File: src/rtl/dcache_params.svh
// cache geometry for the store path
// two ways only; the single plru bit per set and the 1-bit way index depend on it
// physical addresses, no translation

`ifndef DCACHE_PARAMS_SVH
`define DCACHE_PARAMS_SVH

// ==============================
// geometry
// ==============================
`define DCACHE_WAYS       2
`define DCACHE_WAY_W      1
`define DCACHE_SETS       16
`define DCACHE_LINE_BYTES 16
`define DCACHE_LINE_W     (`DCACHE_LINE_BYTES * 8)
`define DCACHE_PALEN      32

// address fields: tag | index | offset
`define DCACHE_OFFSET_W   4
`define DCACHE_INDEX_W    4
`define DCACHE_TAG_W      (`DCACHE_PALEN - `DCACHE_OFFSET_W - `DCACHE_INDEX_W)
`define DCACHE_TAG_LSB    (`DCACHE_OFFSET_W + `DCACHE_INDEX_W)

`endif

File: src/rtl/data_array.sv
// line storage for both ways, read of both ways in one cycle
// contents are undefined until a line is written

`timescale 1ns/1ps
`include "dcache_params.svh"

module data_array (
  input  logic                       clk,
  input  logic                       rd_en_i,
  input  logic [`DCACHE_INDEX_W-1:0] rd_idx_i,
  input  logic                       we_i,
  input  logic [`DCACHE_WAY_W-1:0]   wr_way_i,
  input  logic [`DCACHE_INDEX_W-1:0] wr_idx_i,
  input  logic [`DCACHE_LINE_W-1:0]  wr_line_i,
  output logic [`DCACHE_LINE_W-1:0]  rd_line0_o,
  output logic [`DCACHE_LINE_W-1:0]  rd_line1_o
);

  logic [`DCACHE_LINE_W-1:0] line_q [`DCACHE_WAYS][`DCACHE_SETS];
  logic [`DCACHE_LINE_W-1:0] rd0_q, rd1_q;

  // whole-line write, merge already done upstream
  always_ff @(posedge clk) begin
    if (we_i) begin
      line_q[wr_way_i][wr_idx_i] <= wr_line_i;
    end
  end

  // read data held while rd_en_i is low
  always_ff @(posedge clk) begin
    if (rd_en_i) begin
      rd0_q <= line_q[0][rd_idx_i];
      rd1_q <= line_q[1][rd_idx_i];
    end
  end

  assign rd_line0_o = rd0_q;
  assign rd_line1_o = rd1_q;

endmodule

File: config.mk
export PLATFORM = sky130hd
export DESIGN_NAME = data_array
export DESIGN_NICKNAME = d
export VERILOG_FILES = /design/src/rtl/data_array.sv
export VERILOG_INCLUDE_DIRS = /design/src /design/src/rtl
export SDC_FILE = /design/constraint.sdc
export NUM_CORES = 2
export LEC_CHECK = 0
export BUFFER_PORTS_ARGS = -buffer_cell sky130_fd_sc_hd__buf_4
export CAP_MARGIN = 25
export CORE_UTILIZATION = 56
export DETAILED_ROUTE_END_ITERATION = 16
export GPL_TIMING_DRIVEN = 0
export PLACE_DENSITY = 0.75
export REMOVE_ABC_BUFFERS = 1
export SYNTH_ARGS = -nofsm -noshare
export SYNTH_HDL_FRONTEND = slang
export SYNTH_SLANG_ARGS = --single-unit
File: constraint.sdc
create_clock -name clk -period 8.75 [get_ports clk]
set_input_delay 1.75 -clock clk [delete_from_list [all_inputs] [get_ports clk]]
set_output_delay 1.75 -clock clk [all_outputs]
set_load 0.03 [all_outputs]
==> results.md <==
* Adder-cell share of the synthesized area at 0%
* Vias in the first global route at 80,310
* Post-cts repair resize count at 0
* Die Span Y at 539.2 µm
* Drt wl/cell at 36.18 µm
* Library cells used by synthesis at 29
* Pint at 0.03420 W
* Max Slew Vio Count at 0
* DIE WIDTH at 539.2 µm
* Layout cells sized above 1 at 30.71%
* CTS buffer count at 422
* Synth Cell Area at 0.1616 mm²
* Highest-count cells in the layout ignoring fill and taps: 4,352 x edfxtp_1, 936 x mux4_2, 429 x clkbuf_16
* Critical Path AT at 5.44 ns
* Commonest non-fill, non-tap cell in the layout: edfxtp_1
* CP Max Fanout at 111
* Die Outline Area at 0.2907 mm²
* Hpwl dp at 246,000 µm
* Placed Area at 0.1747 mm²
* TritonRoute pass-1 iters at 5
* Drt total wl at 421,100 µm
* Syn. warnings at 0
* Final Util at 65.75%
* Area delta synth->final at 16.35%
* TNS Setup at 0 ns
* Hold_buf cts at 0
* Core area at 0.2859 mm²
* CP peak stage delay at 0.60 ns
* Routability Congestion at 0.6884
* Clock sinks at 4,352
* MaxCap Viol Count at 0
* Ys flop type: edfxtp_1
* Syn avg cell area at 23.96 µm²
* Simple-gate area share of the yosys netlist at 0.9152%
* Net Switching at 0.009186 W
* Tot GR Track Use at 28.90%
* Synth Area in XOR/XNOR at 0%
* First-pass GRT wire length at 591,600 µm
* Clock latency on the worst-skew pair at 0.91 ns
* Hold WC Path Type: flip-flop to flip-flop
* Pwr dens at 230.8 mW/mm²
* Top cell by count, worst path: buf_16
* DRT iter0 DRCs at 11,700
* Largest family of logic cells by synthesized area: multiplexers
* Logic gate share of total power at 5.2%
* Mux cell area share after synthesis at 14.49%
* Final-report setup violation count at 0
* Largest net degree at the start of global routing at 125
* Family with the most delay on the worst path: buffers and inverters
* Max frequency at 0.2080 GHz
* Initial antenna violation count at 35
* Unrepaired setup endpoints after global routing: no
* Final #Nets at 7,663
* Sequential share of power at 54.1%
* Global route overflow at 0
* WP buf/inv at 4
* Worst Setup End Kind: flip-flop
* Post-route DRC at 0
* CTS tree: yes
* # Post-CTS Setup Buffers at 0
* I/O Buffers at 395
* Max H-tree Level at 5
* Status: complete, no violations
* Worst vdd ir at 0.1836 mV
* CP startpoint kind: primary input
* Clk slew on worst S/H paths at 0.06 ns
* Worst path required time at 9.39 ns
* Cells after Synth at 6,745
* Post-route cell area at 0.1880 mm²
* Pwr Total at 0.04339 W
* Final Non-Filler Cells at 11,640
* Worst-Margin Slew at 1.047 ns
* Clk_skew at 0.04644 ns
* Slowest cell on crit path: mux4_2
* Slew HR at 30.05%
* Vias per cell at 6.786
* Sw Share at 21.17%
* Initial core utilization at 56.51%
* Root Buffer: clkbuf_16
* CP cell instances: buf_16, buf_16, buf_16, buf_16, mux4_2, a22oi_1, nand2_1
* ANT nets after route at 0
* Clock Power Share at 40.8%
* Ys async rst share at 0%
* Final hold vios at 0
* WS Path Type: primary input to flip-flop
* Compound-Gate Fraction of Synth Area at 2.616%
* Cells after DPL at 10,860
* Worst-case clock buffer depth at 4
* Register area share after synthesis at 80.87%
* Tcrit/Tclk final at 54.95%
* Routed vias at 78,980
* #FFs+latches synth at 4,352
* Tmin final at 4.808 ns
* Row count at 196
* Post-synth EDFFs at 4,352
* Top-Level Pins at 396
* Pleak at 59.73 nW
-- synthesized netlist by cell type, types with 14 or more instances --
library cell,instances,share of area (%)
edfxtp_1,4352,81
mux4_2,936,13
a22oi_1,401,1.9
nand2_1,176,0.41
buf_2,154,0.48
clkbuf_1,140,0.33
mux2_2,134,0.93
mux2i_1,72,0.45
nor2b_1,69,0.27
o221ai_1,62,0.34
nor2_1,40,0.093
buf_4,39,0.18
o21ai_1,39,0.12
o22a_1,23,0.12
nand2b_1,19,0.074
a221oi_1,16,0.087
buf_1,14,0.033
-- power groups by stage --
stage	combinational [W]	sequential (W)	clock (W)
after floorplan	0.000823	0.0241	0
after global placement	0.00264	0.0240	0
after detailed placement	0.00223	0.0239	0
after CTS	0.00225	0.0235	0.0179
after global routing	0.00235	0.0235	0.0186
final	0.00224	0.0235	0.0177
-- cells by family after synthesis --
group / Yosys count
flip-flops: 4352
multiplexers: 1151
AO/OA/AOI/OAI: 561
buffers and inverters: 360
AND/OR/NAND/NOR: 321
-- stage by stage --
stage | hold WS [ns] | worst slack, ns
2_1_floorplan | 0.7103 | 0.4748
3_3_place_gp | 0.7226 | -19.00
3_5_place_dp | 0.7337 | 2.815
4_1_cts | 0.7444 | 3.824
5_1_grt | 0.7561 | 3.623
6_report | 0.7422 | 3.942
-- final cells by class --
cell class | count | area, µm²
Antenna cell | 20 | 50.05
Fill cell | 17220 | 97940
Sequential cell | 4352 | 130700
Timing Repair Buffer | 714 | 9899
Clock inverter | 241 | 2165
Clock buffer | 517 | 11070
Multi-Input combinational cell | 2033 | 29440
Tap cell | 3762 | 4707
-- worst register-to-register path, cell delays in order, from the launching register on --
cell and delay (ns):
edfxtp_1 0.41, mux4_2 0.52, a22oi_1 0.26, nand2_1 0.20
-- routing by layer --
metal  GRT usage [%]  up-vias  wire length (µm)
met5               0        -               224
met4           9.699       28             15330
met3           5.985      867             48260
met2           46.31     5448            204200
met1           40.16    42080            153100
li1                -    30550                 -
-- registers in the layout (all words and copies together) (netlist names) --
name        cells
rd_line0_o    128
rd_line1_o    128
line_q       4096
-- path summary, 6_finish.rpt --
path	slack, ns	endpoint	depth (start not counted)	start
max	3.94	rd_line0_o[8]	7	rd_idx_i[0]
min	0.74	rd_line0_o[90]	3	line_q[0][346]
max reg2reg	7.07	rd_line1_o[2]	3	line_q[1][642]
min reg2reg	0.74	rd_line0_o[90]	3	line_q[0][346]
Power figures use the tool's default switching activity.
