### src/rtl/dcache_params.svh
// cache geometry for the store path
// two ways only; the single plru bit per set and the 1-bit way index depend on it
// physical addresses, no translation

`ifndef DCACHE_PARAMS_SVH
`define DCACHE_PARAMS_SVH

// ==============================
// geometry
// ==============================
`define DCACHE_WAYS       2
`define DCACHE_WAY_W      1
`define DCACHE_SETS       16
`define DCACHE_LINE_BYTES 16
`define DCACHE_LINE_W     (`DCACHE_LINE_BYTES * 8)
`define DCACHE_PALEN      32

// address fields: tag | index | offset
`define DCACHE_OFFSET_W   4
`define DCACHE_INDEX_W    4
`define DCACHE_TAG_W      (`DCACHE_PALEN - `DCACHE_OFFSET_W - `DCACHE_INDEX_W)
`define DCACHE_TAG_LSB    (`DCACHE_OFFSET_W + `DCACHE_INDEX_W)

`endif

### src/rtl/dcache_pkg.sv
// types shared by the store pipe, the arrays and the datapath stages
// store data is low-aligned; only byte, half and word sizes exist

`include "dcache_params.svh"

package dcache_pkg;

  typedef enum logic [1:0] {
    ALIGN_B = 2'd0,
    ALIGN_H = 2'd1,
    ALIGN_W = 2'd2
  } align_e;

  // OP_NONE marks an empty stage
  typedef enum logic [1:0] {
    OP_NONE   = 2'd0,
    OP_STORE  = 2'd1,
    OP_REFILL = 2'd2
  } op_e;

  // ==============================
  // requests from outside
  // ==============================
  typedef struct packed {
    logic [`DCACHE_PALEN-1:0]  paddr;
    align_e                    align;
    logic [31:0]               data;
  } store_req_t;

  typedef struct packed {
    logic [`DCACHE_PALEN-1:0]  paddr;
    logic [`DCACHE_LINE_W-1:0] line;
  } refill_req_t;

  // ==============================
  // pipe payloads
  // ==============================
  typedef struct packed {
    op_e                       op;
    logic [`DCACHE_PALEN-1:0]  paddr;
    align_e                    align;
    logic [31:0]               data;
    logic [`DCACHE_LINE_W-1:0] line;
  } stage_t;

  typedef struct packed {
    logic                      hit;
    logic [`DCACHE_WAY_W-1:0]  hit_way;
    logic [`DCACHE_WAY_W-1:0]  victim_way;
    logic                      victim_valid;
    logic [`DCACHE_TAG_W-1:0]  victim_tag;
    logic                      plru_next;
  } match_t;

  // one set as read from the tag/meta array
  typedef struct packed {
    logic [`DCACHE_WAYS-1:0][`DCACHE_TAG_W-1:0] tag;
    logic [`DCACHE_WAYS-1:0]                    valid;
    logic                                       plru;
  } tag_rd_t;

  typedef struct packed {
    logic [`DCACHE_PALEN-1:0]  paddr;
    op_e                       op;
    logic                      hit;
  } done_t;

  typedef struct packed {
    logic [`DCACHE_PALEN-1:0]  paddr;
    logic [`DCACHE_LINE_W-1:0] line;
  } evict_t;

endpackage

### src/rtl/tag_match.sv
// stage 1 hit check and victim selection
// victim is the lowest invalid way, else the way named by the plru bit
// plru_next points away from the way that is hit or refilled

`timescale 1ns/1ps
`include "dcache_params.svh"

module tag_match (
  input  dcache_pkg::stage_t  s1_i,
  input  dcache_pkg::tag_rd_t tag_rd_i,
  output dcache_pkg::match_t  match_o
);
  import dcache_pkg::*;

  logic [`DCACHE_TAG_W-1:0] req_tag;
  logic [`DCACHE_WAYS-1:0]  way_hit;
  logic [`DCACHE_WAY_W-1:0] victim;
  logic [`DCACHE_WAY_W-1:0] used_way;

  assign req_tag = s1_i.paddr[`DCACHE_PALEN-1:`DCACHE_TAG_LSB];

  always_comb begin
    for (int w = 0; w < `DCACHE_WAYS; w++) begin
      way_hit[w] = tag_rd_i.valid[w] && (tag_rd_i.tag[w] == req_tag);
    end
  end

  // ==============================
  // replacement
  // ==============================
  always_comb begin
    victim = tag_rd_i.plru;
    // walk down so the lowest invalid way wins
    for (int w = `DCACHE_WAYS - 1; w >= 0; w--) begin
      if (!tag_rd_i.valid[w]) begin
        victim = `DCACHE_WAY_W'(w);
      end
    end
  end

  assign used_way = (s1_i.op == OP_REFILL) ? victim : way_hit[1];

  always_comb begin
    match_o              = '0;
    match_o.hit          = |way_hit;
    match_o.hit_way      = way_hit[1];
    match_o.victim_way   = victim;
    match_o.victim_valid = tag_rd_i.valid[victim];
    match_o.victim_tag   = tag_rd_i.tag[victim];
    match_o.plru_next    = ~used_way;
  end

endmodule

### config.mk
export PLATFORM = sky130hd
export DESIGN_NAME = tag_match
export DESIGN_NICKNAME = d
export VERILOG_FILES = /design/src/rtl/dcache_pkg.sv /design/src/rtl/tag_match.sv
export VERILOG_INCLUDE_DIRS = /design/src /design/src/rtl
export SDC_FILE = /design/constraint.sdc
export NUM_CORES = 1
export LEC_CHECK = 0
export ABC_AREA = 1
export BUFFER_PORTS_ARGS = -buffer_cell sky130_fd_sc_hd__buf_4
export CORE_AREA = 2 2 108 110
export DETAILED_ROUTE_END_ITERATION = 6
export DIE_AREA = 0 0 110 112
export GPL_TIMING_DRIVEN = 0
export PLACE_DENSITY = 0.51
export RECOVER_POWER = 50
export SLEW_MARGIN = 20
export SYNTH_ARGS = -nofsm -noshare
export SYNTH_HDL_FRONTEND = slang
export SYNTH_SLANG_ARGS = --single-unit
### constraint.sdc
create_clock -name vclk -period 0.9
set_clock_uncertainty 0.2 [all_clocks]
set_input_delay 0.09 -clock vclk [all_inputs]
set_output_delay 0.09 -clock vclk [all_outputs]
set_load 0.03 [all_outputs]
==> summary.txt <==
Drt
  – 1st-iter DRT viols: 38
  – Drt total wl: about 7700 um
  – Wire per inst: 14.3 um
  – Antenna viol nets, final: 0
  – Drt drc: 0
  – DRT Pass-1 Iters: 4
  – Vias per cell: around 4.0
  – Via count: 2138

Logic synthesis
  – Seq/Total Area, Yosys: 0%
  – Gate Count Post-Synth: 279
  – Synth cell types: 19
  – YS warnings: 0
  – Ranking of synthesized cells by area: nand2_1, inv_1, o21ai_0
  – Mapped Nets: roughly 530
  – Area leader, netlist: nand2_1
  – Yosys top cell area share: a little over a third
  – Synth Area per Inst: 4.46 um^2
  – Syn Std Cell Area: 1240 um^2

GRT
  – Global-route wire length before repair: 12000 um
  – Total gr overflow: 0
  – Vias in the first global route: between 2000 and 2500
  – Gr usage total: between 10% and 20%
  – Pin count of the biggest net entering global routing: 9
  – Antenna violations before repair: 0

STA
  – Crit share post-route: 151%
  – RSZ-0062 raised after global routing: true
  – Period minus WS final: 1.36 ns
  – Worst hold slack: approximately 0.30 ns
  – Fin worst setup slack: -0.459 ns
  – Worst slew pin tran: about 0.25 ns
  – Hold Violations, Final: 0
  – Slew Limit Fails: 0
  – Final setup fails: 28
  – Max Clock Freq: 736 MHz
  – Worst rel slew slack: 83.5%

Worst setup path
  – Crit path required time: just over 0.6 ns
  – Worst setup path end: match_o[28]
  – Critical path endpoint category: output port
  – CP Launch Type: input port
  – Worst Path Max Fanout: 2
  – Worst Path Arrival: around 1.1 ns
  – Launch point of the worst path: tag_rd_i[30]
  – Critical setup path kind: in2out

Die
  – Core Box Area: 11200 um^2
  – Die X: between 100 and 150 um
  – Top Ports: 276
  – Total die area: 12300 um^2
  – Chip height: roughly 110 um
  – Starting Density: ~11%
  – Std cell rows: 39

Pwr
  – Leak: 1.68 nW
  – Power density over cell area: 593 nW/um^2
  – VDD IR max: 269 uV
  – Power, Total: 2.00 mW

Placement
  – I/O Buffers: about 110
  – HPWL Detailed: 6670 um
  – Placer Congestion: 0.997

Finish
  – FFs & Latches: 0
  – # clk buffers: 0
  – Antenna diodes: 0
  – Fraction of layout cells with a size suffix above 1: 66.9%
  – Sequential cell area: 0 um^2
  – Area growth, synth to finish: 171%
  – # nets final: 645

Run
  – Max-cap violations: 0

Min path
  – HP Class: in2out

Outcome
  – Failing checks: negative setup slack
  – Status: complete, but fails checks

Clock network
  – Cts hold-fix bufs: 0
-- cell usage after synthesis --
cell type and count:
nand2_1 120, inv_1 52, nor2_1 26, o21ai_0 26, nand3_1 13, xnor2_1 12
nand4_1 7, buf_4 4, or2_2 4, xor2_1 3, a21oi_1 2, nor3_1 2
o21ai_1 2, clkbuf_2 1, inv_2 1, nand3b_1 1, o21ai_4 1, o22ai_1 1
or2_1 1
-- cell type report --
class | count | area [um^2]
repair buffers | 117 | 1170
well taps | 143 | 179
plain buffers | 5 | 96.3
inverters | 53 | 267
multi-input cells | 221 | 1660
fillers | 1189 | 7800
-- layout by cell type (no fill, tap or decap) --
cell and n:
inv_1 18, nor3_2 2, buf_6 43, nand2_4 34, inv_2 20, inv_12 3, or2_4 1, xnor2_4 2
buf_12 5, buf_4 63, o21ai_0 7, nand2_1 55, clkbuf_2 1, nor2_2 7, nand2_2 31, o22ai_1 1
o21ai_4 18, nor2_1 19, a21oi_1 2, xnor2_1 6, o21ai_1 1, nand3_2 3, nand3_1 10, xor2_1 3
nand3b_1 1, buf_8 5, inv_4 12, buf_16 3, or2_2 3, nand4_1 7, o21ai_2 3, xnor2_2 4
or2_1 1, clkbuf_16 2
-- timing repair --
item | CTS | global route
endpoints found under the setup margin | 28 | 28
endpoints found under the hold margin | 0 | 0
gates cloned | 4 | 0
resized for setup | 114 | 75
setup buffers | 4 | 3
pin swaps | 32 | 40
-- metrics by stage --
step	instance area (um^2)	setup TNS [ns]	setup WS (ns)	cells	utilization [%]
floorplan	1620	-3.54	-0.178	279	-
global placement	2600	-14.96	-0.594	528	23.3
detailed placement	2600	-15.19	-0.607	528	23.3
CTS	3110	-9.78	-0.446	536	27.9
global route	3370	-11.84	-0.560	539	30.2
finish	3370	-10.41	-0.459	539	30.2
-- cells by family (layout without fill, tap and decap cells) --
kind of cell	after synthesis	count (layout)	share of synthesized area [%]
compound gates	32	32	13.9
xor+xnor	15	15	10.6
buf+inv	58	175	18.8
simple gates	174	174	56.7
-- layer usage --
| layer | global-route usage, % | wire length (um) | share of wire, % | vias up |
|---|---|---|---|---|
| met1 | 16.4 | 3270 | 42 | 957 |
| met3 | 3.51 | 653 | 8.5 | 6 |
| li1 | - | - | - | 1097 |
| met4 | 1.60 | 104 | 1.3 | 0 |
| met2 | 20.9 | 3680 | 48 | 78 |
| met5 | 0 | 0 | 0 | - |
-- worst max-delay path: stages --
cell and delay, ns:
buf_6 0.10, inv_4 0.04, nand2_2 0.06, buf_4 0.10
nand4_1 0.10, nor2_1 0.10, nand2_1 0.07, nor2_2 0.11
nand2_2 0.09, nand2_4 0.07, buf_6 0.12
-- worst min path at each step --
stage / start / to / slack, ns / cells after the start
after floorplan: tag_rd_i[17] / match_o[15] / 0.10 / 2
after global placement: tag_rd_i[19] / match_o[17] / 0.32 / 4
after detailed placement: tag_rd_i[19] / match_o[17] / 0.32 / 4
after CTS: tag_rd_i[9] / match_o[7] / 0.30 / 4
after global routing: tag_rd_i[17] / match_o[15] / 0.31 / 4
final: tag_rd_i[7] / match_o[5] / 0.30 / 4
-- report_power, final --
part           switching, mW  leakage (nW)  internal (mW)
Clock                      0             0              0
Sequential                 0             0              0
Combinational           1.04          1.68          0.957
Total                   1.04          1.68          0.957
Note: power is estimated with default switching activity, not from simulation.
