--- config.mk ---
export PLATFORM = sky130hd
export DESIGN_NAME = tag_meta_array
export DESIGN_NICKNAME = d
export VERILOG_FILES = /design/src/rtl/dcache_pkg.sv /design/src/rtl/tag_meta_array.sv
export VERILOG_INCLUDE_DIRS = /design/src /design/src/rtl
export SDC_FILE = /design/constraint.sdc
export NUM_CORES = 1
export LEC_CHECK = 0
export ABC_AREA = 1
export CAP_MARGIN = 20
export CORE_ASPECT_RATIO = 1.75
export CORE_UTILIZATION = 57
export CTS_CLUSTER_SIZE = 40
export DETAILED_ROUTE_END_ITERATION = 8
export DONT_BUFFER_PORTS = 1
export HOLD_SLACK_MARGIN = 0.08
export PLACE_DENSITY = 0.72
export SLEW_MARGIN = 20
export SYNTH_ARGS = -nofsm -noshare
export SYNTH_HDL_FRONTEND = slang
export SYNTH_SLANG_ARGS = --single-unit
export TNS_END_PERCENT = 20
--- constraint.sdc ---
create_clock -name clk -period 1.5 [get_ports clk]
set_clock_uncertainty 0.1 [all_clocks]
set_input_delay 0.075 -clock clk [delete_from_list [all_inputs] [get_ports clk]]
set_output_delay 0.075 -clock clk [all_outputs]
set_load 0.005 [all_outputs]
--- src/rtl/dcache_params.svh ---
// cache geometry for the store path
// two ways only; the single plru bit per set and the 1-bit way index depend on it
// physical addresses, no translation

`ifndef DCACHE_PARAMS_SVH
`define DCACHE_PARAMS_SVH

// ==============================
// geometry
// ==============================
`define DCACHE_WAYS       2
`define DCACHE_WAY_W      1
`define DCACHE_SETS       16
`define DCACHE_LINE_BYTES 16
`define DCACHE_LINE_W     (`DCACHE_LINE_BYTES * 8)
`define DCACHE_PALEN      32

// address fields: tag | index | offset
`define DCACHE_OFFSET_W   4
`define DCACHE_INDEX_W    4
`define DCACHE_TAG_W      (`DCACHE_PALEN - `DCACHE_OFFSET_W - `DCACHE_INDEX_W)
`define DCACHE_TAG_LSB    (`DCACHE_OFFSET_W + `DCACHE_INDEX_W)

`endif

--- src/rtl/dcache_pkg.sv ---
// types shared by the store pipe, the arrays and the datapath stages
// store data is low-aligned; only byte, half and word sizes exist

`include "dcache_params.svh"

package dcache_pkg;

  typedef enum logic [1:0] {
    ALIGN_B = 2'd0,
    ALIGN_H = 2'd1,
    ALIGN_W = 2'd2
  } align_e;

  // OP_NONE marks an empty stage
  typedef enum logic [1:0] {
    OP_NONE   = 2'd0,
    OP_STORE  = 2'd1,
    OP_REFILL = 2'd2
  } op_e;

  // ==============================
  // requests from outside
  // ==============================
  typedef struct packed {
    logic [`DCACHE_PALEN-1:0]  paddr;
    align_e                    align;
    logic [31:0]               data;
  } store_req_t;

  typedef struct packed {
    logic [`DCACHE_PALEN-1:0]  paddr;
    logic [`DCACHE_LINE_W-1:0] line;
  } refill_req_t;

  // ==============================
  // pipe payloads
  // ==============================
  typedef struct packed {
    op_e                       op;
    logic [`DCACHE_PALEN-1:0]  paddr;
    align_e                    align;
    logic [31:0]               data;
    logic [`DCACHE_LINE_W-1:0] line;
  } stage_t;

  typedef struct packed {
    logic                      hit;
    logic [`DCACHE_WAY_W-1:0]  hit_way;
    logic [`DCACHE_WAY_W-1:0]  victim_way;
    logic                      victim_valid;
    logic [`DCACHE_TAG_W-1:0]  victim_tag;
    logic                      plru_next;
  } match_t;

  // one set as read from the tag/meta array
  typedef struct packed {
    logic [`DCACHE_WAYS-1:0][`DCACHE_TAG_W-1:0] tag;
    logic [`DCACHE_WAYS-1:0]                    valid;
    logic                                       plru;
  } tag_rd_t;

  typedef struct packed {
    logic [`DCACHE_PALEN-1:0]  paddr;
    op_e                       op;
    logic                      hit;
  } done_t;

  typedef struct packed {
    logic [`DCACHE_PALEN-1:0]  paddr;
    logic [`DCACHE_LINE_W-1:0] line;
  } evict_t;

endpackage

--- src/rtl/tag_meta_array.sv ---
// tags, valid bits and pseudo-LRU bits, one read port and one write port
// read data is registered and held until the next read enable
// a tag write always sets the valid bit of that way

`timescale 1ns/1ps
`include "dcache_params.svh"

module tag_meta_array (
  input  logic                       clk,
  input  logic                       rst_n,
  input  logic                       rd_en_i,
  input  logic [`DCACHE_INDEX_W-1:0] rd_idx_i,
  input  logic                       tag_we_i,
  input  logic                       plru_we_i,
  input  logic [`DCACHE_WAY_W-1:0]   wr_way_i,
  input  logic [`DCACHE_INDEX_W-1:0] wr_idx_i,
  input  logic [`DCACHE_TAG_W-1:0]   wr_tag_i,
  input  logic                       plru_i,
  output dcache_pkg::tag_rd_t        rd_o
);

  logic [`DCACHE_TAG_W-1:0]                  tag_q [`DCACHE_WAYS][`DCACHE_SETS];
  logic [`DCACHE_SETS-1:0][`DCACHE_WAYS-1:0] valid_q;
  logic [`DCACHE_SETS-1:0]                   plru_q;
  dcache_pkg::tag_rd_t                       rd_q;

  // tag storage
  always_ff @(posedge clk) begin
    if (tag_we_i) begin
      tag_q[wr_way_i][wr_idx_i] <= wr_tag_i;
    end
  end

  // meta bits start empty
  always_ff @(posedge clk or negedge rst_n) begin
    if (!rst_n) begin
      valid_q <= '0;
      plru_q  <= '0;
    end else begin
      if (tag_we_i) begin
        valid_q[wr_idx_i][wr_way_i] <= 1'b1;
      end
      if (plru_we_i) begin
        plru_q[wr_idx_i] <= plru_i;
      end
    end
  end

  // ==============================
  // read port
  // ==============================
  always_ff @(posedge clk) begin
    if (rd_en_i) begin
      for (int w = 0; w < `DCACHE_WAYS; w++) begin
        rd_q.tag[w] <= tag_q[w][rd_idx_i];
      end
      rd_q.valid <= valid_q[rd_idx_i];
      rd_q.plru  <= plru_q[rd_idx_i];
    end
  end

  assign rd_o = rd_q;

endmodule

==> metrics.md <==
| Metric | Value |
|---|---|
| Total grt overflow | `0` |
| Yosys Warn Count | `0` |
| Die Area | `0.06541 mm2` |
| HP Class | `input pin to flop` |
| Post-Syn Area | `0.03668 mm2` |
| Worst setup startpoint | `rd_idx_i[0]` |
| Antenna violations before repair | `4` |
| Clock transition at path regs | `0.06 ns` |
| Leakage Power | `between 0.015 and 0.02 uW` |
| Max Freq | `0.4069 GHz` |
| Vias | `24912` |
| Clock Tree Buf Depth | `3` |
| Area leader, netlist | `edfxtp_1` |
| Initial Util | `57.76%` |
| Worst hold slack | `-0.4500 ns` |
| TritonCTS Buffers | `76` |
| Largest net degree at the start of global routing | `410` |
| Critical Path RT | `1.78 ns` |
| Hold Path Origin | `wr_idx_i[0]` |
| Die width | `~190 um` |
| First-pass GRT wire length | `~140000 um` |
| Top cells by area, synth | `edfxtp_1, nand2_1, nand3_1, inv_1, dfrtp_1` |
| Largest family of logic cells by synthesized area | `simple AND/OR/NAND/NOR gates` |
| #FFs+latches synth | `867` |
| Total Wirelength | `95010 um` |
| CTS H-tree lvls | `3` |
| Final hold viol count | `85` |
| # rows | `122` |
| DRC | `0` |
| Synth Instances | `3502` |
| Worst rel slew slack | `-36.57%` |
| Worst EP arrival | `2.73 ns` |
| Core Area | `around 0.064 mm2` |
| Worst setup SP type | `input pin` |
| Synth Area in Compound Gates | `0.6720%` |
| Die Y | `337.6 um` |
| CTS Root Cell | `clkbuf_16` |
| CP max FO | `409` |
| Nets | `roughly 3600` |
| Maxcap violations | `0` |
| Iteration-0 DRC Markers | `between 2000 and 3000` |
| Layout Area Growth over Synthesis | `15.09%` |
| Vias per cell | `5.584` |
| Library cells used by synthesis | `17` |
| Mean cell area of the mapped netlist | `~10 um2` |
| GRT Total Usage | `around 30%` |
| Crit path capture type | `flop` |
| Period utilization | `163.8%` |
| Xor/xnor share of the synthesized area | `0%` |
| Slew @ Worst Pin | `2.048 ns` |
| Fin crit period | `2.457 ns` |
| Status | `finished, violations left` |
| Register area share after synthesis | `70.33%` |
| GP Congestion | `approximately 0.83` |
| IO Count | `90` |
| Power per Cell Area | `1173 mW/mm2` |
| Final setup viols | `51` |
| Post-synth net total | `3541` |
| Clk sink count | `approximately 870` |
| Vias in the first global route | `24762` |
| Post-synthesis mux area share | `0%` |
| Antenna-violating nets left | `0` |
| Input/output buffers | `0` |
| Final Max Tran Viols | `246` |
| Violated checks | `negative hold slack, max-slew violations, negative setup slack` |
| Setup ws final | `-0.9574 ns` |
| Avg WL per Cell | `21.30 um` |
| Post-synth top area share | `67.05%` |
| Peak supply drop | `985.0 uV` |
| Pre-antenna DRT Iters | `6` |
| Final setup TNS | `-42.31 ns` |
| DP HPWL | `50990 um` |
| Share of cells above drive strength 1 | `about 7.9%` |
| Critical path class | `input pin to flop` |
| Post-Synth Simple-Gate Area | `20.34%` |
| RSZ-0062 raised after global routing | `true` |
| R2r startpoint | `plru_q[15]` |
| Adder-Cell Fraction of Synth Area | `0%` |
| Clock latency on the worst-skew pair | `0.64 ns` |
| CTS tree | `done` |
-- metrics by stage --
step	cell area [um2]	utilization [%]	power, uW	worst slack [ns]	cells
CTS	42130	66.34	49670	0.01097	4448
global placement	38630	60.83	29860	0.002571	4226
detailed placement	38630	60.83	29930	-0.02932	4226
floorplan	37030	-	29430	-0.05786	3502
global route	42210	66.48	50920	-0.03165	4460
finish	42220	66.48	49500	-0.9574	4461
-- layout by cell type, fill, tap and decap left out, types with 2 or more instances in the layout --
cell and count:
nand3_1 617, clkinv_1 13, clkinv_8 2, nor2_4 34, dlymetal6s4s_1 2, nor4_1 6, dlygate4sd3_1 68, o21ai_1 5
buf_4 42, inv_6 4, clkinv_2 18, clkbuf_8 3, clkbuf_16 79, clkbuf_1 11, nand2_2 7, nor2_2 5
bufinv_16 5, buf_16 4, nor2_1 4, inv_1 626, o21ai_0 42, nand4_1 6, nand2_1 1094, dfrtp_1 48
buf_12 71, diode_2 2, buf_2 9, clkinvlp_4 2, edfxtp_1 819
-- timing repair --
| action | 4_1_cts | 5_1_grt |
|---|---|---|
| gates resized for setup | 0 | 12 |
| hold buffers | 86 | 12 |
| buffers inserted | 0 | 0 |
| setup endpoints to repair | 0 | 70 |
| hold endpoints to repair | 1734 | 882 |
-- critical path, cell delays in order --
cell	delay [ns]
inv_8	0.84
buf_12	0.27
buf_12	0.19
nand2_1	0.07
nand3_1	0.07
nand3_1	0.09
nand3_1	0.10
nand2_1	0.06
-- synthesized netlist by cell type --
cell type  count
dfrtp_1       48
clkbuf_1      71
a21oi_1        1
nand3_1      618
nor4_1         6
a31oi_1        1
edfxtp_1     819
nor2_1        43
clkinv_1       1
o21ai_0       47
inv_2          2
nand4_1        6
buf_4          2
buf_1         12
buf_2         96
inv_1        628
nand2_1     1101
-- final timing paths --
kind / endpoint / slack [ns] / depth (start not counted)
worst max-delay path: rd_o[37] / -0.96 / 8
worst min-delay path: plru_q[12] / -0.45 / 3
worst max register to register: plru_q[15] / 0.12 / 3
worst min register to register: valid_q[5] / 0.36 / 2
max in group asynchronous: valid_q[19] / 0.67 / 3
min in group asynchronous: plru_q[1] / 0.41 / 3
-- power breakdown --
| part | total [uW] | internal, uW | switching (uW) |
|---|---|---|---|
| Combinational | 2950 | 1040 | 1910 |
| Sequential | 27200 | 27000 | 235 |
| Clock | 19300 | 10700 | 8650 |
| Total | 49500 | 38700 | 10800 |
-- sequential cells by signal, indices dropped and copies added, names as in the netlist --
name,count
valid_q,32
plru_q,16
tag_q,768
rd_o,51
-- cell families (layout without fill, tap and decap cells) --
logic type      count (synthesis)  after routing
compound gates                 49             49
buf+inv                       812            963
flops                         867            867
other cells                     0              2
simple gates                 1774           1774
-- final cells by class --
type | instances | area [um2]
Inverter | 631 | 2384
Clock buffer | 93 | 2059
Tap cell | 806 | 1008
Fill cell | 4603 | 21290
Sequential cell | 867 | 25790
Timing Repair Buffer | 196 | 2597
Multi-Input combinational cell | 1823 | 7999
Clock inverter | 43 | 367.9
Antenna cell | 2 | 5.005
-- routing by layer --
metal	GRT usage [%]	share of wire, %	up-vias
met3	4.828	7.4	290
met4	16.63	5.4	4
met2	52.98	52	1119
li1	-	-	11523
met1	33.72	35	11976
met5	0	0.025	-
No activity file was read; power rests on OpenSTA's default activity.
