### src/rtl/dcache_params.svh
// cache geometry for the store path
// two ways only; the single plru bit per set and the 1-bit way index depend on it
// physical addresses, no translation

`ifndef DCACHE_PARAMS_SVH
`define DCACHE_PARAMS_SVH

// ==============================
// geometry
// ==============================
`define DCACHE_WAYS       2
`define DCACHE_WAY_W      1
`define DCACHE_SETS       16
`define DCACHE_LINE_BYTES 16
`define DCACHE_LINE_W     (`DCACHE_LINE_BYTES * 8)
`define DCACHE_PALEN      32

// address fields: tag | index | offset
`define DCACHE_OFFSET_W   4
`define DCACHE_INDEX_W    4
`define DCACHE_TAG_W      (`DCACHE_PALEN - `DCACHE_OFFSET_W - `DCACHE_INDEX_W)
`define DCACHE_TAG_LSB    (`DCACHE_OFFSET_W + `DCACHE_INDEX_W)

`endif

### src/rtl/dcache_pkg.sv
// types shared by the store pipe, the arrays and the datapath stages
// store data is low-aligned; only byte, half and word sizes exist

`include "dcache_params.svh"

package dcache_pkg;

  typedef enum logic [1:0] {
    ALIGN_B = 2'd0,
    ALIGN_H = 2'd1,
    ALIGN_W = 2'd2
  } align_e;

  // OP_NONE marks an empty stage
  typedef enum logic [1:0] {
    OP_NONE   = 2'd0,
    OP_STORE  = 2'd1,
    OP_REFILL = 2'd2
  } op_e;

  // ==============================
  // requests from outside
  // ==============================
  typedef struct packed {
    logic [`DCACHE_PALEN-1:0]  paddr;
    align_e                    align;
    logic [31:0]               data;
  } store_req_t;

  typedef struct packed {
    logic [`DCACHE_PALEN-1:0]  paddr;
    logic [`DCACHE_LINE_W-1:0] line;
  } refill_req_t;

  // ==============================
  // pipe payloads
  // ==============================
  typedef struct packed {
    op_e                       op;
    logic [`DCACHE_PALEN-1:0]  paddr;
    align_e                    align;
    logic [31:0]               data;
    logic [`DCACHE_LINE_W-1:0] line;
  } stage_t;

  typedef struct packed {
    logic                      hit;
    logic [`DCACHE_WAY_W-1:0]  hit_way;
    logic [`DCACHE_WAY_W-1:0]  victim_way;
    logic                      victim_valid;
    logic [`DCACHE_TAG_W-1:0]  victim_tag;
    logic                      plru_next;
  } match_t;

  // one set as read from the tag/meta array
  typedef struct packed {
    logic [`DCACHE_WAYS-1:0][`DCACHE_TAG_W-1:0] tag;
    logic [`DCACHE_WAYS-1:0]                    valid;
    logic                                       plru;
  } tag_rd_t;

  typedef struct packed {
    logic [`DCACHE_PALEN-1:0]  paddr;
    op_e                       op;
    logic                      hit;
  } done_t;

  typedef struct packed {
    logic [`DCACHE_PALEN-1:0]  paddr;
    logic [`DCACHE_LINE_W-1:0] line;
  } evict_t;

endpackage

### src/rtl/store_pipe_ctrl.sv
// sequencing of the three-stage store/refill pipe
// refill wins over store; a request whose set sits in stage 1 or 2 waits
// stall_i freezes every stage and masks all writes and the done strobe

`timescale 1ns/1ps
`include "dcache_params.svh"

module store_pipe_ctrl (
  input  logic                       clk,
  input  logic                       rst_n,
  input  logic                       stall_i,
  input  logic                       store_valid_i,
  input  dcache_pkg::store_req_t     store_req_i,
  input  logic                       refill_valid_i,
  input  dcache_pkg::refill_req_t    refill_req_i,
  input  dcache_pkg::match_t         match_i,
  output logic                       store_ready_o,
  output logic                       refill_ready_o,
  output logic                       tag_rd_en_o,
  output logic [`DCACHE_INDEX_W-1:0] tag_rd_idx_o,
  output logic                       data_rd_en_o,
  output logic [`DCACHE_INDEX_W-1:0] data_rd_idx_o,
  output dcache_pkg::stage_t         s1_o,
  output dcache_pkg::stage_t         s2_o,
  output dcache_pkg::match_t         s2_match_o,
  output logic                       tag_we_o,
  output logic                       plru_we_o,
  output logic                       data_we_o,
  output logic [`DCACHE_WAY_W-1:0]   wr_way_o,
  output logic [`DCACHE_INDEX_W-1:0] wr_idx_o,
  output logic                       done_valid_o
);
  import dcache_pkg::*;

  op_e    s1_op_q, s2_op_q;
  stage_t s0_st, s1_q, s2_q;
  match_t s2_match_q;
  logic   done_q;
  logic   s1_vld, s2_vld, acc_refill, acc_store, s2_wr;
  logic [`DCACHE_INDEX_W-1:0] s1_idx, s2_idx, refill_idx, store_idx;

  assign s1_vld     = (s1_op_q != OP_NONE);
  assign s2_vld     = (s2_op_q != OP_NONE);
  assign s1_idx     = s1_q.paddr[`DCACHE_TAG_LSB-1:`DCACHE_OFFSET_W];
  assign s2_idx     = s2_q.paddr[`DCACHE_TAG_LSB-1:`DCACHE_OFFSET_W];
  assign refill_idx = refill_req_i.paddr[`DCACHE_TAG_LSB-1:`DCACHE_OFFSET_W];
  assign store_idx  = store_req_i.paddr[`DCACHE_TAG_LSB-1:`DCACHE_OFFSET_W];

  // ==============================
  // stage 0: arbitration
  // ==============================
  assign refill_ready_o = ~stall_i & ~(s1_vld && s1_idx == refill_idx)
                                   & ~(s2_vld && s2_idx == refill_idx);
  assign store_ready_o  = ~stall_i & ~refill_valid_i
                                   & ~(s1_vld && s1_idx == store_idx)
                                   & ~(s2_vld && s2_idx == store_idx);
  assign acc_refill     = refill_valid_i & refill_ready_o;
  assign acc_store      = store_valid_i & store_ready_o;

  always_comb begin
    s0_st       = '0;
    s0_st.op    = acc_refill ? OP_REFILL : (acc_store ? OP_STORE : OP_NONE);
    s0_st.paddr = refill_valid_i ? refill_req_i.paddr : store_req_i.paddr;
    s0_st.align = store_req_i.align;
    s0_st.data  = store_req_i.data;
    s0_st.line  = refill_req_i.line;
  end

  assign tag_rd_en_o  = acc_refill | acc_store;
  assign tag_rd_idx_o = s0_st.paddr[`DCACHE_TAG_LSB-1:`DCACHE_OFFSET_W];

  // stage 1 reads the data line so it is ready in stage 2
  assign data_rd_en_o  = s1_vld & ~stall_i;
  assign data_rd_idx_o = s1_idx;

  // ops and done strobe
  always_ff @(posedge clk or negedge rst_n) begin
    if (!rst_n) begin
      s1_op_q <= OP_NONE;
      s2_op_q <= OP_NONE;
      done_q  <= 1'b0;
    end else if (!stall_i) begin
      s1_op_q <= s0_st.op;
      s2_op_q <= s1_op_q;
      done_q  <= s2_vld;
    end
  end

  // payloads
  always_ff @(posedge clk) begin
    if (!stall_i) begin
      s1_q       <= s0_st;
      s2_q       <= s1_q;
      s2_match_q <= match_i;
    end
  end

  always_comb begin
    s1_o    = s1_q;
    s1_o.op = s1_op_q;
    s2_o    = s2_q;
    s2_o.op = s2_op_q;
  end
  assign s2_match_o = s2_match_q;

  // ==============================
  // stage 2: array writes
  // ==============================
  // store miss writes nothing
  assign s2_wr        = (s2_op_q == OP_REFILL) | (s2_op_q == OP_STORE && s2_match_q.hit);
  assign data_we_o    = s2_wr & ~stall_i;
  assign plru_we_o    = s2_wr & ~stall_i;
  assign tag_we_o     = (s2_op_q == OP_REFILL) & ~stall_i;
  assign wr_way_o     = (s2_op_q == OP_REFILL) ? s2_match_q.victim_way : s2_match_q.hit_way;
  assign wr_idx_o     = s2_idx;
  assign done_valid_o = done_q & ~stall_i;

  a_no_write_in_stall: assert property (@(posedge clk) disable iff (!rst_n)
    stall_i |-> !(tag_we_o || plru_we_o || data_we_o || done_valid_o));

  // set hazard blocking keeps the two stages on different sets
  a_no_same_set: assert property (@(posedge clk) disable iff (!rst_n)
    (s1_vld && s2_vld) |-> (s1_idx != s2_idx));

endmodule

### config.mk
export PLATFORM = sky130hd
export DESIGN_NAME = store_pipe_ctrl
export DESIGN_NICKNAME = d
export VERILOG_FILES = /design/src/rtl/dcache_pkg.sv /design/src/rtl/store_pipe_ctrl.sv
export VERILOG_INCLUDE_DIRS = /design/src /design/src/rtl
export SDC_FILE = /design/constraint.sdc
export NUM_CORES = 1
export LEC_CHECK = 0
export ABC_CLOCK_PERIOD_IN_PS = 2080
export BUFFER_PORTS_ARGS = -buffer_cell sky130_fd_sc_hd__buf_2
export CAP_MARGIN = 20
export CELL_PAD_IN_SITES_DETAIL_PLACEMENT = 1
export CELL_PAD_IN_SITES_GLOBAL_PLACEMENT = 2
export CORE_AREA = 2 2 275 277
export DETAILED_ROUTE_END_ITERATION = 16
export DIE_AREA = 0 0 277 279
export GPL_TIMING_DRIVEN = 0
export PLACE_DENSITY = 0.63
export SLEW_MARGIN = 10
export SYNTH_ARGS = -nofsm -noshare
export SYNTH_HDL_FRONTEND = slang
export SYNTH_SLANG_ARGS = --single-unit
export TNS_END_PERCENT = 30
### constraint.sdc
create_clock -name clk -period 2.08 [get_ports clk]
set_input_delay 0.52 -clock clk [delete_from_list [all_inputs] [get_ports clk]]
set_output_delay 0.52 -clock clk [all_outputs]
set_load 0.02 [all_outputs]
==> metrics.csv, run 1 <==
stage;metric;value;unit
sta;setup_violations;7;
sta;fmax;382;MHz
sta;slew_viol_final;0;
worst_setup_path;slowest_stage;edfxtp_1;
worst_setup_path;critPathLaunchType;register;
sta;fin_skew;0.0137;ns
routing;num_vias;8191;
run;maxCapViolations;0;
synthesis;ys_warn_count;0;
routing;drc;0;
synthesis;synth_area_leaders;edfxtp_1, mux2_2, dfrtp_1;
grt;grt_pass1_vias;8986;
floorplan;start_util;18.2;%
outcome;status;complete, but fails checks;
sta;slew_headroom;60.2;%
power_and_ir_drop;leakage;0.00822;µW
hold_path;hold_class;in -> reg;
synthesis;synth_top_area_cell;edfxtp_1;
worst_setup_path;worstPathMaxFanout;3;
placed_design;dp.cells;2195;
routing;drtIter0Drc;395;
sta;post-route-period-util;126;%
worst_setup_path;critPathMaxStageDelay;0.44;ns
synthesis;syn_inst;515;
synthesis;synth.lib_cells_used.distinct;20;
synthesis;synth_edf_count;417;
placed_design;gp_congestion;0.768;
grt;top_usage_layer;met2;
power_and_ir_drop;power;21000;µW
cts;tritoncts;built;
sta;rsz0062_at_grt;yes;
hold_path;holdPathStages;1;
grt;antenna_found_initial;10;
worst_setup_path;rr_worst_depth;6;
floorplan;pin_count;702;
routing;ant_nets;0;
floorplan;die_w;277;µm
cells_and_area;synthToLayoutAreaGrowth;50.3;%
synthesis;avgSynthCellArea;26.2;µm²
cts;clk_pin_slew_worst_paths;0.06;ns
cells_and_area;layout.nets;1555;
power_and_ir_drop;power.density;1040;nW/µm²
grt;track_usage;10.8;%
routing;routedWlPerCell;19.0;µm
grt;gr-usage-met3;4.37;%
floorplan;die_area;77300;µm²
synthesis;syn_area;13500;µm²
routing;wirelength;43600;µm
outcome;violations;negative setup slack;
grt;grt-ovfl-total;0;
synthesis;yosys_register_bits;422;
sta;hold_viol_final;0;
floorplan;die_h;279;µm
sta;layout_setup_ws;-0.537;ns
cts;cts.path.max_buffers;3;
routing;via_per_inst;3.56;
synthesis;yosysSeqAreaShare;93.9;%
grt;use_met2;19.0;%
placed_design;hpwlAfterDp;33600;µm
synthesis;synthTopCellsByCount;edfxtp_1, mux2_2, buf_4, xnor2_1, xor2_1;
synthesis;synth.top_cell.area_share;93.0;%
worst_setup_path;end_kind;primary output;
worst_setup_path;worstPathRequired;1.56;ns
grt;grt_max_degree;44;
synthesis;synth_nets;775;
synthesis;synthFlopType;edfxtp_1;
grt;gr-usage-met1;11.6;%
worst_setup_path;path_cells;xnor2_1, o21ai_1, nor4_2, nor4_4, a22o_1, buf_6;
cells_and_area;final_cells;2303;
synthesis;synth.most_common_cell;edfxtp_1;
floorplan;coreArea;74100;µm²
cts;cts_root_buffer;clkbuf_16;
cts;clk_latency;0.58;ns
worst_setup_path;crit_type;reg -> out;
sta;fin_crit;2.62;ns
cells_and_area;layout-drive-gt1-share;64.8;%
sta;tightest_slew;0.594;ns
cts;htree_levels;2;
grt;grt_pass1_wl;61600;µm
cts;clock_sinks;422;
power_and_ir_drop;ir_drop;463;µV
synthesis;synth-async-reset-ratio;1.18;%
routing;drt-pass1-iter-count;4;
cts;numCtsBuffers;48;
placed_design;io_buffers;700;
worst_setup_path;arrival;2.10;ns
floorplan;num_rows;100;
flip-flops by register name (all words and copies together) (netlist names):
signal	cells
s1_op_q	2
s1_o	190
data_rd_idx_o	4
s2_op_q	2
s2_o	194
done_q	1
s2_match_o	29
worst max-delay path, delay by kind of cell, from the launching register on:
| family | cells | cell delay (ns) |
|---|---|---|
| buffers and inverters | 1 | 0.13 |
| and+or+nand+nor | 2 | 0.47 |
| DFF | 1 | 0.44 |
| AOI/OAI and AO/OA | 2 | 0.30 |
| xor gates and xnor gates | 1 | 0.19 |
metal layers:
layer | up-vias | wire length [µm] | share of wire, %
met2 | 452 | 22400 | 51
li1 | 3627 | - | -
met3 | 84 | 4390 | 10
met4 | 6 | 1260 | 2.9
met1 | 4022 | 15600 | 36
met5 | - | 38 | 0.087
repair_timing:
item                       in CTS  in global routing
resized for setup              24                 19
pin swaps                       5                  1
cloned                          2                  0
hold endpoints to repair        5                  0
setup buffers                  15                  2
hold buffers                    1                  0
setup endpoints to repair     163                 90
path summary, 6_finish.rpt:
check | start | endpoint | slack, ns
max | s2_o[168]$_DFFE_PN_ | tag_rd_en_o | -0.54
min in group asynchronous | rst_n | s1_op_q[1]$_DFFE_PN0N_ | 0.31
min reg2reg | s1_o[106]$_DFFE_PN_ | s2_o[106]$_DFFE_PN_ | 0.44
min | refill_req_i[62] | s1_o[62]$_DFFE_PN_ | 0.11
max reg2reg | s2_o[168]$_DFFE_PN_ | s1_op_q[0]$_DFFE_PN0N_ | 0.45
max in group asynchronous | rst_n | s2_op_q[0]$_DFFE_PN0N_ | 1.62
per-stage QoR:
step | area [µm²] | setup slack (ns) | hold WS, ns | utilization, % | setup TNS (ns)
finish | 20200 | -0.537 | 0.114 | 27.3 | -1.85
CTS | 20200 | -0.571 | 0.0623 | 27.2 | -3.33
global route | 20200 | -0.607 | 0.0799 | 27.3 | -2.52
global placement | 18200 | -8.16 | 0.347 | 24.6 | -3378.05
detailed placement | 18400 | -1.01 | 0.348 | 24.9 | -193.36
floorplan | 13500 | -5.19 | 0.224 | - | -2165.73
power breakdown:
group / internal [µW] / total (µW) / switching [µW]
sequential: 10100 / 10400 / 297
combinational: 836 / 2400 / 1560
clock: 4790 / 8190 / 3400
total: 15700 / 21000 / 5260
cells in the final DEF, fill, tap and decap left out, types with 4 or more instances in the layout:
cell type  instances
buf_2            694
edfxtp_1         417
clkbuf_16         49
mux2_2            35
buf_4             28
clkinv_1          12
buf_6             11
clkinv_2          10
xor2_1             8
buf_12             7
xnor2_1            7
clkbuf_1           6
buf_16             5
bufinv_16          4
final cells by class:
type | instances | area, µm²
fillers | 8049 | 53800
flip-flops and latches | 422 | 12600
repair buffers | 729 | 3970
clock buffers | 55 | 1250
well taps | 969 | 1210
multi-input cells | 73 | 727
clock inverters | 31 | 259
plain buffers | 18 | 159
inverters | 2 | 11.3
diodes | 3 | 7.51
repair inverters | 1 | 5.00
cells by family (layout without fill, tap and decap cells):
logic type                count (synthesis)  in the layout  synth area share (%)
DFF                                     422            422                  93.9
muxes                                    35             35                  2.93
buffers and inverters                    20            836                 0.966
xor gates and xnor gates                 16             16                  1.04
and+or+nand+nor                          15             15                 0.817
AOI/OAI and AO/OA                         7              7                 0.344
other                                     0              3                     0
No activity file was read; power rests on OpenSTA's default activity.
==> run 2, diff against run 1 <==
- ABC_CLOCK_PERIOD_IN_PS: 2080 -> 2300
- CORE_AREA: 2 2 275 277 -> 2 2 273 275
- DIE_AREA: 0 0 277 279 -> 0 0 275 277
- PLACE_DENSITY: 0.63 -> 0.66
- clock period: 2.08 -> 2.3 ns (I/O delays scaled with it)
==> run 2 against run 1 <==
The flow still finishes with violations (negative setup slack). Sequential cell count unchanged. Non-clock buffer count unchanged. Cell area about the same. Routed wire length down 2.1%. Die area down 1.4%. Clock skew down 0.0022 ns. Sequential share of layout area about the same. Via count down 1.1%. Final cell count down 0.22%. Critical path depth unchanged. Register-to-register slack better by 0.37 ns. Clock-buffer cell count up 4. Highest routed layer unchanged.
==> metrics.csv, run 2 (synthesis gave the netlist of run 1 again) <==
stage;metric;value;unit
outcome;status;complete, but fails checks;
outcome;violations;negative setup slack;
cts;cts.path.max_buffers;3;
cts;cts_root_buffer;clkbuf_16;
worst_setup_path;crit_buf_inv;2;
power_and_ir_drop;ir_drop;478;µV
cells_and_area;largest_register_ffs;194;
cells_and_area;final_cell_area;20200;µm²
power_and_ir_drop;leakage;0.00819;µW
grt;grt-ovfl-total;0;
routing;wirelength;42700;µm
routing;drc;0;
sta;hold_viol_final;0;
cts;clk_latency;0.57;ns
power_and_ir_drop;power.density;940;nW/µm²
grt;grt_max_degree;44;
worst_setup_path;crit_family;simple AND/OR/NAND/NOR gates;
grt;track_usage;10.6;%
sta;rsz0062_at_grt;yes;
hold_path;hold_class;in -> reg;
worst_setup_path;critPathMaxStageDelay;0.41;ns
worst_setup_path;reg2reg_slack;0.82;ns
routing;routedWlPerCell;18.6;µm
routing;via_per_inst;3.53;
worst_setup_path;critPathLaunchType;register;
worst_setup_path;crit_type;reg -> out;
routing;num_vias;8101;
cts;tritoncts;built;
worst_setup_path;end_kind;primary output;
cts;clock_sinks;422;
sta;slew_headroom;76.5;%
floorplan;coreArea;73600;µm²
routing;drt-pass1-iter-count;4;
placed_design;io_buffers;700;
sta;post-route-period-util;114;%
cts;numCtsBuffers;46;
worst_setup_path;worstPathRequired;1.73;ns
floorplan;die_h;277;µm
floorplan;die_w;275;µm
worst_setup_path;worstPathMaxFanout;3;
worst_setup_path;slowest_stage;edfxtp_1;
sta;whs;0.180;ns
routing;drtIter0Drc;346;
floorplan;start_util;18.3;%
cells_and_area;final_cells;2298;
grt;antenna_found_initial;12;
sta;fin_skew;0.0115;ns
cells_and_area;fin_util;27.5;%
grt;grt_pass1_wl;59200;µm
floorplan;pin_count;702;
grt;grt_pass1_vias;8821;
sta;tightest_slew;0.349;ns
sta;layout_setup_ws;-0.332;ns
worst_setup_path;arrival;2.06;ns
placed_design;dp.cells;2195;
sta;fmax;380;MHz
routing;ant_nets;0;
cells_and_area;antenna_cells;0;
floorplan;num_rows;100;
run;maxCapViolations;0;
sta;setup_violations;4;
cts;htree_levels;2;
cells_and_area;layout_common_cells;buf_2, edfxtp_1, clkbuf_16;
cells_and_area;layout-drive-gt1-share;64.8;%
floorplan;die_area;76200;µm²
sta;fin_crit;2.63;ns
cells_and_area;layout_commonest_cell;buf_2;
placed_design;gp_congestion;0.802;
worst_setup_path;path_cells;buf_4, xor2_1, nor4_2, nor4_4, a22o_1, buf_6;
cells_and_area;layout.nets;1552;
sta;slew_viol_final;0;
cells_and_area;synthToLayoutAreaGrowth;50.3;%
placed_design;dpl_cell_area;18400;µm²
cts;clk_pin_slew_worst_paths;0.06;ns
placed_design;hpwlAfterDp;33400;µm
run 2: cell types whose count changed in the layout (fill, tap and decap cells not counted), sizes merged:
cell / previous run / this run
inv: 4 / 1
diode: 3 / 0
bufbuf: 1 / 0
bufinv: 4 / 6
clkinv: 22 / 17
clkbuf: 55 / 60
run 2: layer usage:
layer / global-route usage, % / wire (µm) / share of wire [%] / vias up
met5: 0 / 57 / 0.13 / -
met4: 3.26 / 1130 / 2.6 / 8
met3: 4.43 / 4740 / 11 / 80
met2: 19.2 / 21800 / 51 / 454
met1: 11.0 / 15000 / 35 / 3954
li1: - / - / - / 3605
run 2: path summary, 6_finish.rpt:
path	startpoint	endpoint	cells after the start
worst max-delay path	s2_o[169]$_DFFE_PN_	tag_rd_en_o	6
worst min-delay path	refill_req_i[95]	s1_o[95]$_DFFE_PN_	1
worst max register to register	s2_o[169]$_DFFE_PN_	s1_op_q[0]$_DFFE_PN0N_	5
worst min register to register	s1_o[101]$_DFFE_PN_	s2_o[101]$_DFFE_PN_	0
max in group asynchronous	rst_n	s2_op_q[1]$_DFFE_PN0N_	2
min in group asynchronous	rst_n	s1_op_q[0]$_DFFE_PN0N_	2
run 2: through the flow:
step	total power, µW	setup WS [ns]	setup TNS [ns]
after global routing	19700	-0.446	-1.13
after global placement	11700	-7.95	-3287.92
after detailed placement	11700	-0.644	-61.92
after floorplan	10600	-5.03	-2096.93
final	19000	-0.332	-0.630
after CTS	19300	-0.418	-0.953
run 2: layout make-up:
class / instances / area, µm²
multi-input cells: 73 / 758
repair buffers: 729 / 3930
flip-flops and latches: 422 / 12600
inverters: 2 / 11.3
clock buffers: 59 / 1220
fillers: 7968 / 53300
well taps: 969 / 1210
clock inverters: 26 / 303
plain buffers: 18 / 150
run 2: repair_timing:
item / CTS / global route
buffers inserted: 15 / 3
hold endpoints to repair: 5 / 0
setup endpoints to repair: 36 / 51
hold buffers: 1 / 0
pin swaps: 10 / 2
gates resized for setup: 33 / 6
run 2: where the power goes:
group,switching [µW],internal [µW],total (µW)
clock,3010,4440,7440
sequential,263,9150,9410
combinational,1410,754,2170
total,4680,14300,19000
